--- src/rtl/pong_config.svh ---
`ifndef PONG_CONFIG_SVH
`define PONG_CONFIG_SVH

// screen geometry
`define PONG_SCREEN_W 320
`define PONG_SCREEN_H 240

// paddle geometry and placement
`define PONG_PADDLE_W 5
`define PONG_PADDLE_H 40
`define PONG_PADDLE1_X (`PONG_SCREEN_W / 32)
`define PONG_PADDLE2_X (`PONG_SCREEN_W - `PONG_PADDLE_W)
`define PONG_Y_START (`PONG_SCREEN_H / 2)
`define PONG_Y_MAX (`PONG_SCREEN_H - 1 - `PONG_PADDLE_H)
`define PONG_STEP 1

// 50 MHz clock, 15 frames per second
`define PONG_CLOCKS_PER_FRAME (50000000 / 15)

`define PONG_COLOUR_BG 0
`define PONG_COLOUR_PADDLE 7

`endif

--- src/rtl/pong_pkg.sv ---
`default_nettype none
`include "pong_config.svh"

package pong_pkg;

	// screen coordinates, sized from the screen dimensions
	typedef logic [$clog2(`PONG_SCREEN_W)-1:0] x_coord_t;
	typedef logic [$clog2(`PONG_SCREEN_H)-1:0] y_coord_t;
	typedef logic [2:0] colour_t;

	typedef struct packed {
		x_coord_t x;
		y_coord_t y;
	} point_t;

	// one pixel as seen by the VGA side
	typedef struct packed {
		point_t  pos;
		colour_t colour;
	} pixel_t;

	typedef enum logic [1:0] {
		DIR_STATIONARY,
		DIR_UP,
		DIR_DOWN
	} paddle_dir_e;

	// erase then redraw, paddle 1 before paddle 2
	typedef enum logic [2:0] {
		RS_IDLE,
		RS_CLEAR_1,
		RS_DRAW_1,
		RS_CLEAR_2,
		RS_DRAW_2
	} render_state_e;

endpackage

`default_nettype wire

--- src/rtl/box_scanner.sv ---
`timescale 1ns/10ps
`default_nettype none
`include "pong_config.svh"

module box_scanner (
	input  wire                      clk,
	input  wire                      resetn,
	input  wire                      box_start,
	input  wire pong_pkg::point_t    box_origin,
	input  wire pong_pkg::colour_t   box_colour,
	output pong_pkg::pixel_t         pixel,
	output logic                     plot,
	output logic                     box_done
);

	localparam int COL_W = $clog2(`PONG_PADDLE_W);
	localparam int ROW_W = $clog2(`PONG_PADDLE_H);
	localparam logic [COL_W-1:0] COL_LAST = COL_W'(`PONG_PADDLE_W - 1);
	localparam logic [ROW_W-1:0] ROW_LAST = ROW_W'(`PONG_PADDLE_H - 1);

	logic             armed;
	logic [COL_W-1:0] col;
	logic [ROW_W-1:0] row;
	logic             last;

	assign last = (col == COL_LAST) && (row == ROW_LAST);

	always_ff @(posedge clk) begin
		if (!resetn) begin
			armed <= 1'b0;
			col   <= '0;
			row   <= '0;
		end else if (box_start) begin
			armed <= 1'b1;
			col   <= '0;
			row   <= '0;
		end else if (armed) begin
			// raster order, column inner
			if (col == COL_LAST) begin
				col <= '0;
				if (last) begin
					row   <= '0;
					armed <= 1'b0;
				end else begin
					row <= row + 1'b1;
				end
			end else begin
				col <= col + 1'b1;
			end
		end
	end

	// pixel goes out straight from the counters
	always_comb begin
		pixel.pos.x  = box_origin.x + pong_pkg::x_coord_t'(col);
		pixel.pos.y  = box_origin.y + pong_pkg::y_coord_t'(row);
		pixel.colour = box_colour;
		plot         = armed;
		box_done     = armed && last;
	end

endmodule

`default_nettype wire

--- src/rtl/frame_timer.sv ---
`timescale 1ns/10ps
`default_nettype none
`include "pong_config.svh"

module frame_timer #(
	parameter int unsigned CLOCKS_PER_FRAME = `PONG_CLOCKS_PER_FRAME
) (
	input  wire  clk,
	input  wire  resetn,
	output logic frame_tick
);

	// wide enough to hold CLOCKS_PER_FRAME - 1
	localparam int CNT_W = (CLOCKS_PER_FRAME > 1) ? $clog2(CLOCKS_PER_FRAME) : 1;
	localparam logic [CNT_W-1:0] RELOAD = CNT_W'(CLOCKS_PER_FRAME - 1);

	logic [CNT_W-1:0] count;

	always_ff @(posedge clk) begin
		if (!resetn) begin
			count      <= RELOAD;
			frame_tick <= 1'b0;
		end else if (count == '0) begin
			// one frame elapsed
			count      <= RELOAD;
			frame_tick <= 1'b1;
		end else begin
			count      <= count - 1'b1;
			frame_tick <= 1'b0;
		end
	end

endmodule

`default_nettype wire

--- src/rtl/paddle_motion.sv ---
`timescale 1ns/10ps
`default_nettype none
`include "pong_config.svh"

module paddle_motion (
	input  wire                clk,
	input  wire                resetn,
	input  wire                frame_tick,
	input  wire                up,
	input  wire                down,
	output pong_pkg::y_coord_t y,
	output pong_pkg::y_coord_t old_y
);

	localparam pong_pkg::y_coord_t STEP = pong_pkg::y_coord_t'(`PONG_STEP);

	pong_pkg::paddle_dir_e dir;
	pong_pkg::paddle_dir_e dir_next;

	// only move if the step keeps the paddle on screen
	always_comb begin
		dir_next = pong_pkg::DIR_STATIONARY;
		if (up && !down && int'(y) >= `PONG_STEP) begin
			dir_next = pong_pkg::DIR_UP;
		end else if (down && !up && int'(y) + `PONG_STEP <= `PONG_Y_MAX) begin
			dir_next = pong_pkg::DIR_DOWN;
		end
	end

	always_ff @(posedge clk) begin
		if (!resetn) begin
			dir <= pong_pkg::DIR_STATIONARY;
		end else begin
			dir <= dir_next;
		end
	end

	// old row is kept for the erase pass
	always_ff @(posedge clk) begin
		if (!resetn) begin
			y     <= pong_pkg::y_coord_t'(`PONG_Y_START);
			old_y <= pong_pkg::y_coord_t'(`PONG_Y_START);
		end else if (frame_tick) begin
			old_y <= y;
			case (dir)
				pong_pkg::DIR_UP: begin
					y <= y - STEP;
				end
				pong_pkg::DIR_DOWN: begin
					y <= y + STEP;
				end
				default: begin
					y <= y;
				end
			endcase
		end
	end

endmodule

`default_nettype wire

--- src/rtl/pong_paddles_top.sv ---
`timescale 1ns/10ps
`default_nettype none
`include "pong_config.svh"

module pong_paddles_top #(
	parameter int unsigned CLOCKS_PER_FRAME = `PONG_CLOCKS_PER_FRAME
) (
	input  wire              clk,
	input  wire              resetn,
	input  wire              up_1,
	input  wire              down_1,
	input  wire              up_2,
	input  wire              down_2,
	output pong_pkg::pixel_t pixel,
	output logic             plot
);

	logic              frame_tick;
	pong_pkg::y_coord_t y_1;
	pong_pkg::y_coord_t old_y_1;
	pong_pkg::y_coord_t y_2;
	pong_pkg::y_coord_t old_y_2;
	logic              box_start;
	logic              box_done;
	pong_pkg::point_t  box_origin;
	pong_pkg::colour_t box_colour;

	frame_timer #(
		.CLOCKS_PER_FRAME(CLOCKS_PER_FRAME)
	) timer (
		.clk       (clk),
		.resetn    (resetn),
		.frame_tick(frame_tick)
	);

	// left paddle
	paddle_motion paddle_1 (
		.clk       (clk),
		.resetn    (resetn),
		.frame_tick(frame_tick),
		.up        (up_1),
		.down      (down_1),
		.y         (y_1),
		.old_y     (old_y_1)
	);

	// right paddle
	paddle_motion paddle_2 (
		.clk       (clk),
		.resetn    (resetn),
		.frame_tick(frame_tick),
		.up        (up_2),
		.down      (down_2),
		.y         (y_2),
		.old_y     (old_y_2)
	);

	render_sequencer sequencer (
		.clk       (clk),
		.resetn    (resetn),
		.frame_tick(frame_tick),
		.y_1       (y_1),
		.old_y_1   (old_y_1),
		.y_2       (y_2),
		.old_y_2   (old_y_2),
		.box_done  (box_done),
		.box_start (box_start),
		.box_origin(box_origin),
		.box_colour(box_colour)
	);

	box_scanner scanner (
		.clk       (clk),
		.resetn    (resetn),
		.box_start (box_start),
		.box_origin(box_origin),
		.box_colour(box_colour),
		.pixel     (pixel),
		.plot      (plot),
		.box_done  (box_done)
	);

endmodule

`default_nettype wire

--- src/rtl/render_sequencer.sv ---
`timescale 1ns/10ps
`default_nettype none
`include "pong_config.svh"

module render_sequencer (
	input  wire                     clk,
	input  wire                     resetn,
	input  wire                     frame_tick,
	input  wire pong_pkg::y_coord_t y_1,
	input  wire pong_pkg::y_coord_t old_y_1,
	input  wire pong_pkg::y_coord_t y_2,
	input  wire pong_pkg::y_coord_t old_y_2,
	input  wire                     box_done,
	output logic                    box_start,
	output pong_pkg::point_t        box_origin,
	output pong_pkg::colour_t       box_colour
);

	localparam pong_pkg::x_coord_t X_1 = pong_pkg::x_coord_t'(`PONG_PADDLE1_X);
	localparam pong_pkg::x_coord_t X_2 = pong_pkg::x_coord_t'(`PONG_PADDLE2_X);
	localparam pong_pkg::colour_t  BG  = pong_pkg::colour_t'(`PONG_COLOUR_BG);
	localparam pong_pkg::colour_t  FG  = pong_pkg::colour_t'(`PONG_COLOUR_PADDLE);

	pong_pkg::render_state_e state;

	// a tick only starts a render from idle
	always_ff @(posedge clk) begin
		if (!resetn) begin
			state     <= pong_pkg::RS_IDLE;
			box_start <= 1'b0;
		end else begin
			box_start <= 1'b0;
			case (state)
				pong_pkg::RS_IDLE: begin
					if (frame_tick) begin
						state     <= pong_pkg::RS_CLEAR_1;
						box_start <= 1'b1;
					end
				end
				pong_pkg::RS_CLEAR_1: begin
					if (box_done) begin
						state     <= pong_pkg::RS_DRAW_1;
						box_start <= 1'b1;
					end
				end
				pong_pkg::RS_DRAW_1: begin
					if (box_done) begin
						state     <= pong_pkg::RS_CLEAR_2;
						box_start <= 1'b1;
					end
				end
				pong_pkg::RS_CLEAR_2: begin
					if (box_done) begin
						state     <= pong_pkg::RS_DRAW_2;
						box_start <= 1'b1;
					end
				end
				pong_pkg::RS_DRAW_2: begin
					if (box_done) begin
						state <= pong_pkg::RS_IDLE;
					end
				end
				default: begin
					state <= pong_pkg::RS_IDLE;
				end
			endcase
		end
	end

	// origin follows the pass, rows only change on a tick
	always_comb begin
		case (state)
			pong_pkg::RS_DRAW_1: begin
				box_origin.x = X_1;
				box_origin.y = y_1;
				box_colour   = FG;
			end
			pong_pkg::RS_CLEAR_2: begin
				box_origin.x = X_2;
				box_origin.y = old_y_2;
				box_colour   = BG;
			end
			pong_pkg::RS_DRAW_2: begin
				box_origin.x = X_2;
				box_origin.y = y_2;
				box_colour   = FG;
			end
			default: begin
				box_origin.x = X_1;
				box_origin.y = old_y_1;
				box_colour   = BG;
			end
		endcase
	end

endmodule

`default_nettype wire

--- config.mk ---
export PLATFORM = sky130hd
export DESIGN_NAME = pong_paddles_top
export DESIGN_NICKNAME = d
export VERILOG_FILES = /design/src/rtl/pong_pkg.sv /design/src/rtl/box_scanner.sv /design/src/rtl/frame_timer.sv /design/src/rtl/paddle_motion.sv /design/src/rtl/pong_paddles_top.sv /design/src/rtl/render_sequencer.sv
export VERILOG_INCLUDE_DIRS = /design/src /design/src/rtl
export SDC_FILE = /design/constraint.sdc
export NUM_CORES = 1
export LEC_CHECK = 0
export ABC_AREA = 1
export BUFFER_PORTS_ARGS = -buffer_cell sky130_fd_sc_hd__clkbuf_2
export CAP_MARGIN = 20
export CELL_PAD_IN_SITES_DETAIL_PLACEMENT = 0
export CELL_PAD_IN_SITES_GLOBAL_PLACEMENT = 2
export CORE_ASPECT_RATIO = 1.4
export CORE_UTILIZATION = 35
export CTS_CLUSTER_SIZE = 10
export DETAILED_ROUTE_END_ITERATION = 16
export PLACE_DENSITY_LB_ADDON = 0.1
export SYNTH_ARGS = -nofsm -noshare
export SYNTH_HDL_FRONTEND = slang
export SYNTH_HIERARCHICAL = 1
export SYNTH_SLANG_ARGS = --single-unit
--- constraint.sdc ---
create_clock -name clk -period 3.3 [get_ports clk]
set_input_delay 0.66 -clock clk [delete_from_list [all_inputs] [get_ports clk]]
set_output_delay 0.66 -clock clk [all_outputs]
set_load 0.02 [all_outputs]
# Yosys cells after proc, flatten, opt, wreduce, memory -nomap -nowiden
# Index checks and enable logic that the tools add are counted.
# op_classes
muxes,24
addsub,11
bitwise_logic,1
order_cmp,4
n_reduce_logical,28
n_eq_ne,15
# ops
op,n
$le A32 B9 Y1 const B,2
$pmux W17 S3,1
$pmux W8 S2,2
$logic_not A22 Y1,1
$sub A22 B1 Y22 const B,1
$mux W3,7
$add A8 B1 Y9 const B,2
$add A8 B1 Y8 const B,2
$ge A8 B1 Y1 const B,2
$sub A8 B1 Y8 const B,2
$pmux W3 S5,1
$logic_and A1 B1 Y1,10
$ne A2 B2 Y1 const B,5
$reduce_or A2 Y1,5
$add A9 B3 Y9,1
$mux W1,9
$add A8 B6 Y8,1
$add A6 B1 Y6 const B,1
$eq A3 B2 Y1 const B,2
$eq A3 B3 Y1 const B,2
$eq A6 B6 Y1 const B,1
$mux W6,1
$reduce_and A2 Y1,3
$reduce_and A5 Y1,1
11 further kinds,18
# word_totals
reg_bits,73
out_inout_bits,21

# Longest topological paths before layout
# depth
word_depth,6
mapped_depth,16
ltp_nobuf,15

# Hierarchy
# The synthesis kept the hierarchy.
# modules_own_cells
module,seq_area_each_um2,area_each_um2,n_inst,cells_each
paddle_motion,360.3,1027.2,2,144
frame_timer,460.4,1233.7,1,185
box_scanner,200.2,1004.7,1,149
render_sequencer,80.1,558.0,1,108

# Worst setup path after synthesis
# No wires, ideal clock.
# synth_path
path_type,flip-flop to output port
from,register sequencer.state[2]
to,output port pixel[7] (netlist name)
path_stages_with_launch,13
slack_ps,505
arrival_time_ps,2135
path_buffers,1
required_time_ps,2640
path_cell_list,dfxtp_1 inv_2 nor2_2 buf_6 nand2_1 nand2_1 inv_1 nand3_1 ha_1 inv_1 fa_1 o21ai_1 xor2_1
# synth_lines
element,line,rtl
from (decl),render_sequencer.sv:24,pong_pkg::render_state_e state;
from (signal assigned),render_sequencer.sv:29,state <= pong_pkg::RS_IDLE;
from (signal assigned),render_sequencer.sv:36,state <= pong_pkg::RS_CLEAR_1;
from (signal assigned),render_sequencer.sv:42,state <= pong_pkg::RS_DRAW_1;
to (decl),pong_paddles_top.sv:14,"output pong_pkg::pixel_t pixel,"

==> results.cfg <==
[finish]
regArea_um2 = 1465
diodes = 0
nFillCells = 1503
final_nets = 786
areaGrowthSynthToFinish_pct = 12.77
multi_input_area_um2 = 2885
drive_above_1_share_pct = 13.18

[pwr]
pwr-share-seq_pct = 42.7
clkPwrFrac_pct = 51.8
peakVddDrop_mv = 0.2140
p_int_w = 0.001652
p_per_area_nw_per_um2 = 388.4
pwr-share-comb_pct = 5.4
p_sw_share_pct = 22.25
switchingPower_w = 0.0004727
p_leak_nw = 2.576

[clock_tree]
cts-root-buf = clkbuf_16
cts_tree = built
cts_buffers = 9
cts.htree.levels = 3
cts.path.max_buffers = 2
clk_latency_ns = 0.33
clkTransAtPathRegs_ns = 0.06
cts.sinks = 73
cts_hold_buffers = 0

[floorplan]
die-height_um = 141.3
fp-row-count = 50
core_um2 = 13450
ioPinCount = 27
die_w_um = 101.5
start_util_pct = 36.07
dieArea_um2 = 14340

[timing]
hold_slack_ns = 0.4128
finalCriticalPeriod_ns = 3.117
setup-tns-final_ns = 0
setup_violations = 0
rsz0062_at_grt = no
final_max_slew_viol_count = 0
min_period_over_period_pct = 94.47
hold_viol = 0
max_freq_mhz = 320.8
finClkSkew_ns = 0.009360

[yosys]
synth_compound_area_share_pct = 11.79
yosys_warnings = 6
ys_async_sr_fraction_pct = 0
synthDistinctLibCells = 35
synth_enable_flop_cells = 0
synth.avg_cell_area_um2 = 6.645
synth_top_family_by_area = simple AND/OR/NAND/NOR gates
syn_inst = 730
synth-seq-cells = 73
synthMuxAreaShare_pct = 0
synth_area_um2 = 4851
ys_seq_area_share_pct = 30.13
synth-simple-area-share_pct = 36.39
ys.flop_type = dfxtp_1
synth_xor_area_share_pct = 3.611
synth-adder-area-share_pct = 6.758

[grt]
grt_first_pass_wirelength_um = 20470
grt_pass1_vias = 4249
antenna_found_initial = 0
grtUsageTotal_pct = 18.29
grt_max_degree = 20
grt_overflow = 0

[place]
post-dp-hpwl_um = 9610
io_buffers = 25
place_congestion = 0.8226

[setup_path]
cpPeakStageDelay_ns = 0.41
crit_path_cell_trace = inv_2 > nor2_4 > inv_2 > nor2_2 > buf_4 > nand2_1 > nand3_1 > inv_1 > fa_2 > o21ai_2 > nand2_1 > nand2_1 > nand2_1 > nand2_1 > buf_4
crit_type = register to output port
start_kind = register
cp_top_family = simple AND/OR/NAND/NOR gates
crit_fanout = 7
crit_top_cell = nand2_1
crit_buf_inv = 5
critPathSlowestCell = fa_2
worst_setup_path_end_kind = output port
worst_ep_required_time_ns = 2.64
cp_data_arrival_time_ns = 2.46

[route]
wl_per_cell_um = 13.14
ant_nets = 0
drt_wl_total_um = 12360
drc = 0
vias = 4500
first_iter_violations = 205
vias_per_cell = 4.782
dr.pass1.iters = 4

[outcome]
status = complete, no violations

[run]
cap_violations = 0

[min_path]
hold_class = register to register
==> logic make-up after synthesis <==
kind of cell,count (synthesis)
flops,73
buf+inv,119
fa+ha+maj,25
compound gates,105
xor+xnor,20
other cells,2
simple gates,386
==> timing repair <==
action	in CTS	in global routing
gates resized for setup	5	7
pin swaps	0	2
setup endpoints to repair	4	5
buffers inserted	0	2
gates cloned	0	0
==> Yosys cell counts, drive strengths merged (3+ instances only) <==
cell / count / area share [%]
nand2: 198 / 16
a21oi: 49 / 5.1
buf: 20 / 3.3
nand3: 70 / 8.4
o21ai: 42 / 4.6
xnor2: 3 / 0.54
o211ai: 10 / 1.5
ha: 23 / 5.9
inv: 97 / 7.7
nand3b: 4 / 0.62
nor3: 9 / 0.93
nand4: 10 / 1.3
nor2: 93 / 9.3
xor2: 17 / 3.1
dfxtp: 73 / 30
==> worst paths after layout <==
| check | startpoint | endpoint | slack [ns] | cells past startpoint |
|---|---|---|---|---|
| setup / recovery | sequencer/state[1] | pixel[9] | 0.18 | 15 |
| hold / removal | timer/count[0] | timer/count[0] | 0.41 | 1 |
| setup reg to reg | scanner/col[1] | sequencer/state[0] | 1.49 | 11 |
| hold reg to reg | timer/count[0] | timer/count[0] | 0.41 | 1 |
==> cells in the final DEF, fill, tap and decap left out, types with 3 or more instances in the layout <==
cell / instances
nand4_1: 10
nor2_4: 8
a21oi_1: 49
nor3_1: 9
nor2_2: 10
xnor2_1: 3
ha_1: 23
o21ai_2: 4
xor2_1: 17
nand3_2: 9
nand3b_1: 4
inv_1: 89
clkbuf_2: 24
conb_1: 5
nand2_1: 193
clkbuf_8: 3
o21ai_0: 37
dfxtp_1: 70
inv_2: 6
buf_4: 9
o211ai_1: 10
nand3_1: 60
nor2_1: 73
clkbuf_16: 9
nand2_2: 5
dfxtp_2: 3
==> area by class of cell <==
class / count / share of cell area, %
clock inverters: 2 / 1.098
flip-flops and latches: 73 / 26.78
clock buffers: 13 / 4.941
well taps: 182 / 4.163
inverters: 97 / 6.839
repair buffers: 33 / 3.431
multi-input cells: 541 / 52.74
==> per-stage QoR <==
step | power (W) | area [um2] | setup WS, ns | utilization, % | cells
floorplan | 0.001016 | 4862 | 0.5051 | - | 733
global placement | 0.001042 | 5092 | 0.2237 | 37.86 | 924
detailed placement | 0.001043 | 5092 | 0.1860 | 37.86 | 924
CTS | 0.002156 | 5443 | 0.002154 | 40.47 | 939
global route | 0.002208 | 5470 | 0.009310 | 40.67 | 941
finish | 0.002125 | 5470 | 0.1825 | 40.67 | 941
==> power by group through the flow <==
stage                     logic [W]  registers, W  clock network [W]
after CTS                  0.000117      0.000907            0.00113
after detailed placement   0.000116      0.000927                  0
final                      0.000115      0.000908            0.00110
after global placement     0.000115      0.000927                  0
after global routing       0.000131      0.000909            0.00117
after floorplan           0.0000902      0.000926                  0
==> metal layers <==
metal / global-route usage [%] / share of wire, %
met1: 21.97 / 45
met2: 32.83 / 51
met3: 3.153 / 2.3
met4: 5.416 / 1.5
met5: 0 / 0
==> state kept, by name, indices dropped and copies added, names as in the netlist, 2 cells and up <==
register and count:
scanner/row 6, paddle_1/old_y 8, paddle_2/y 8, timer/count 22, sequencer/state 3, paddle_2/dir 2
scanner/col 3, paddle_1/y 8, paddle_1/dir 2, paddle_2/old_y 8
Power figures use the tool's default switching activity.
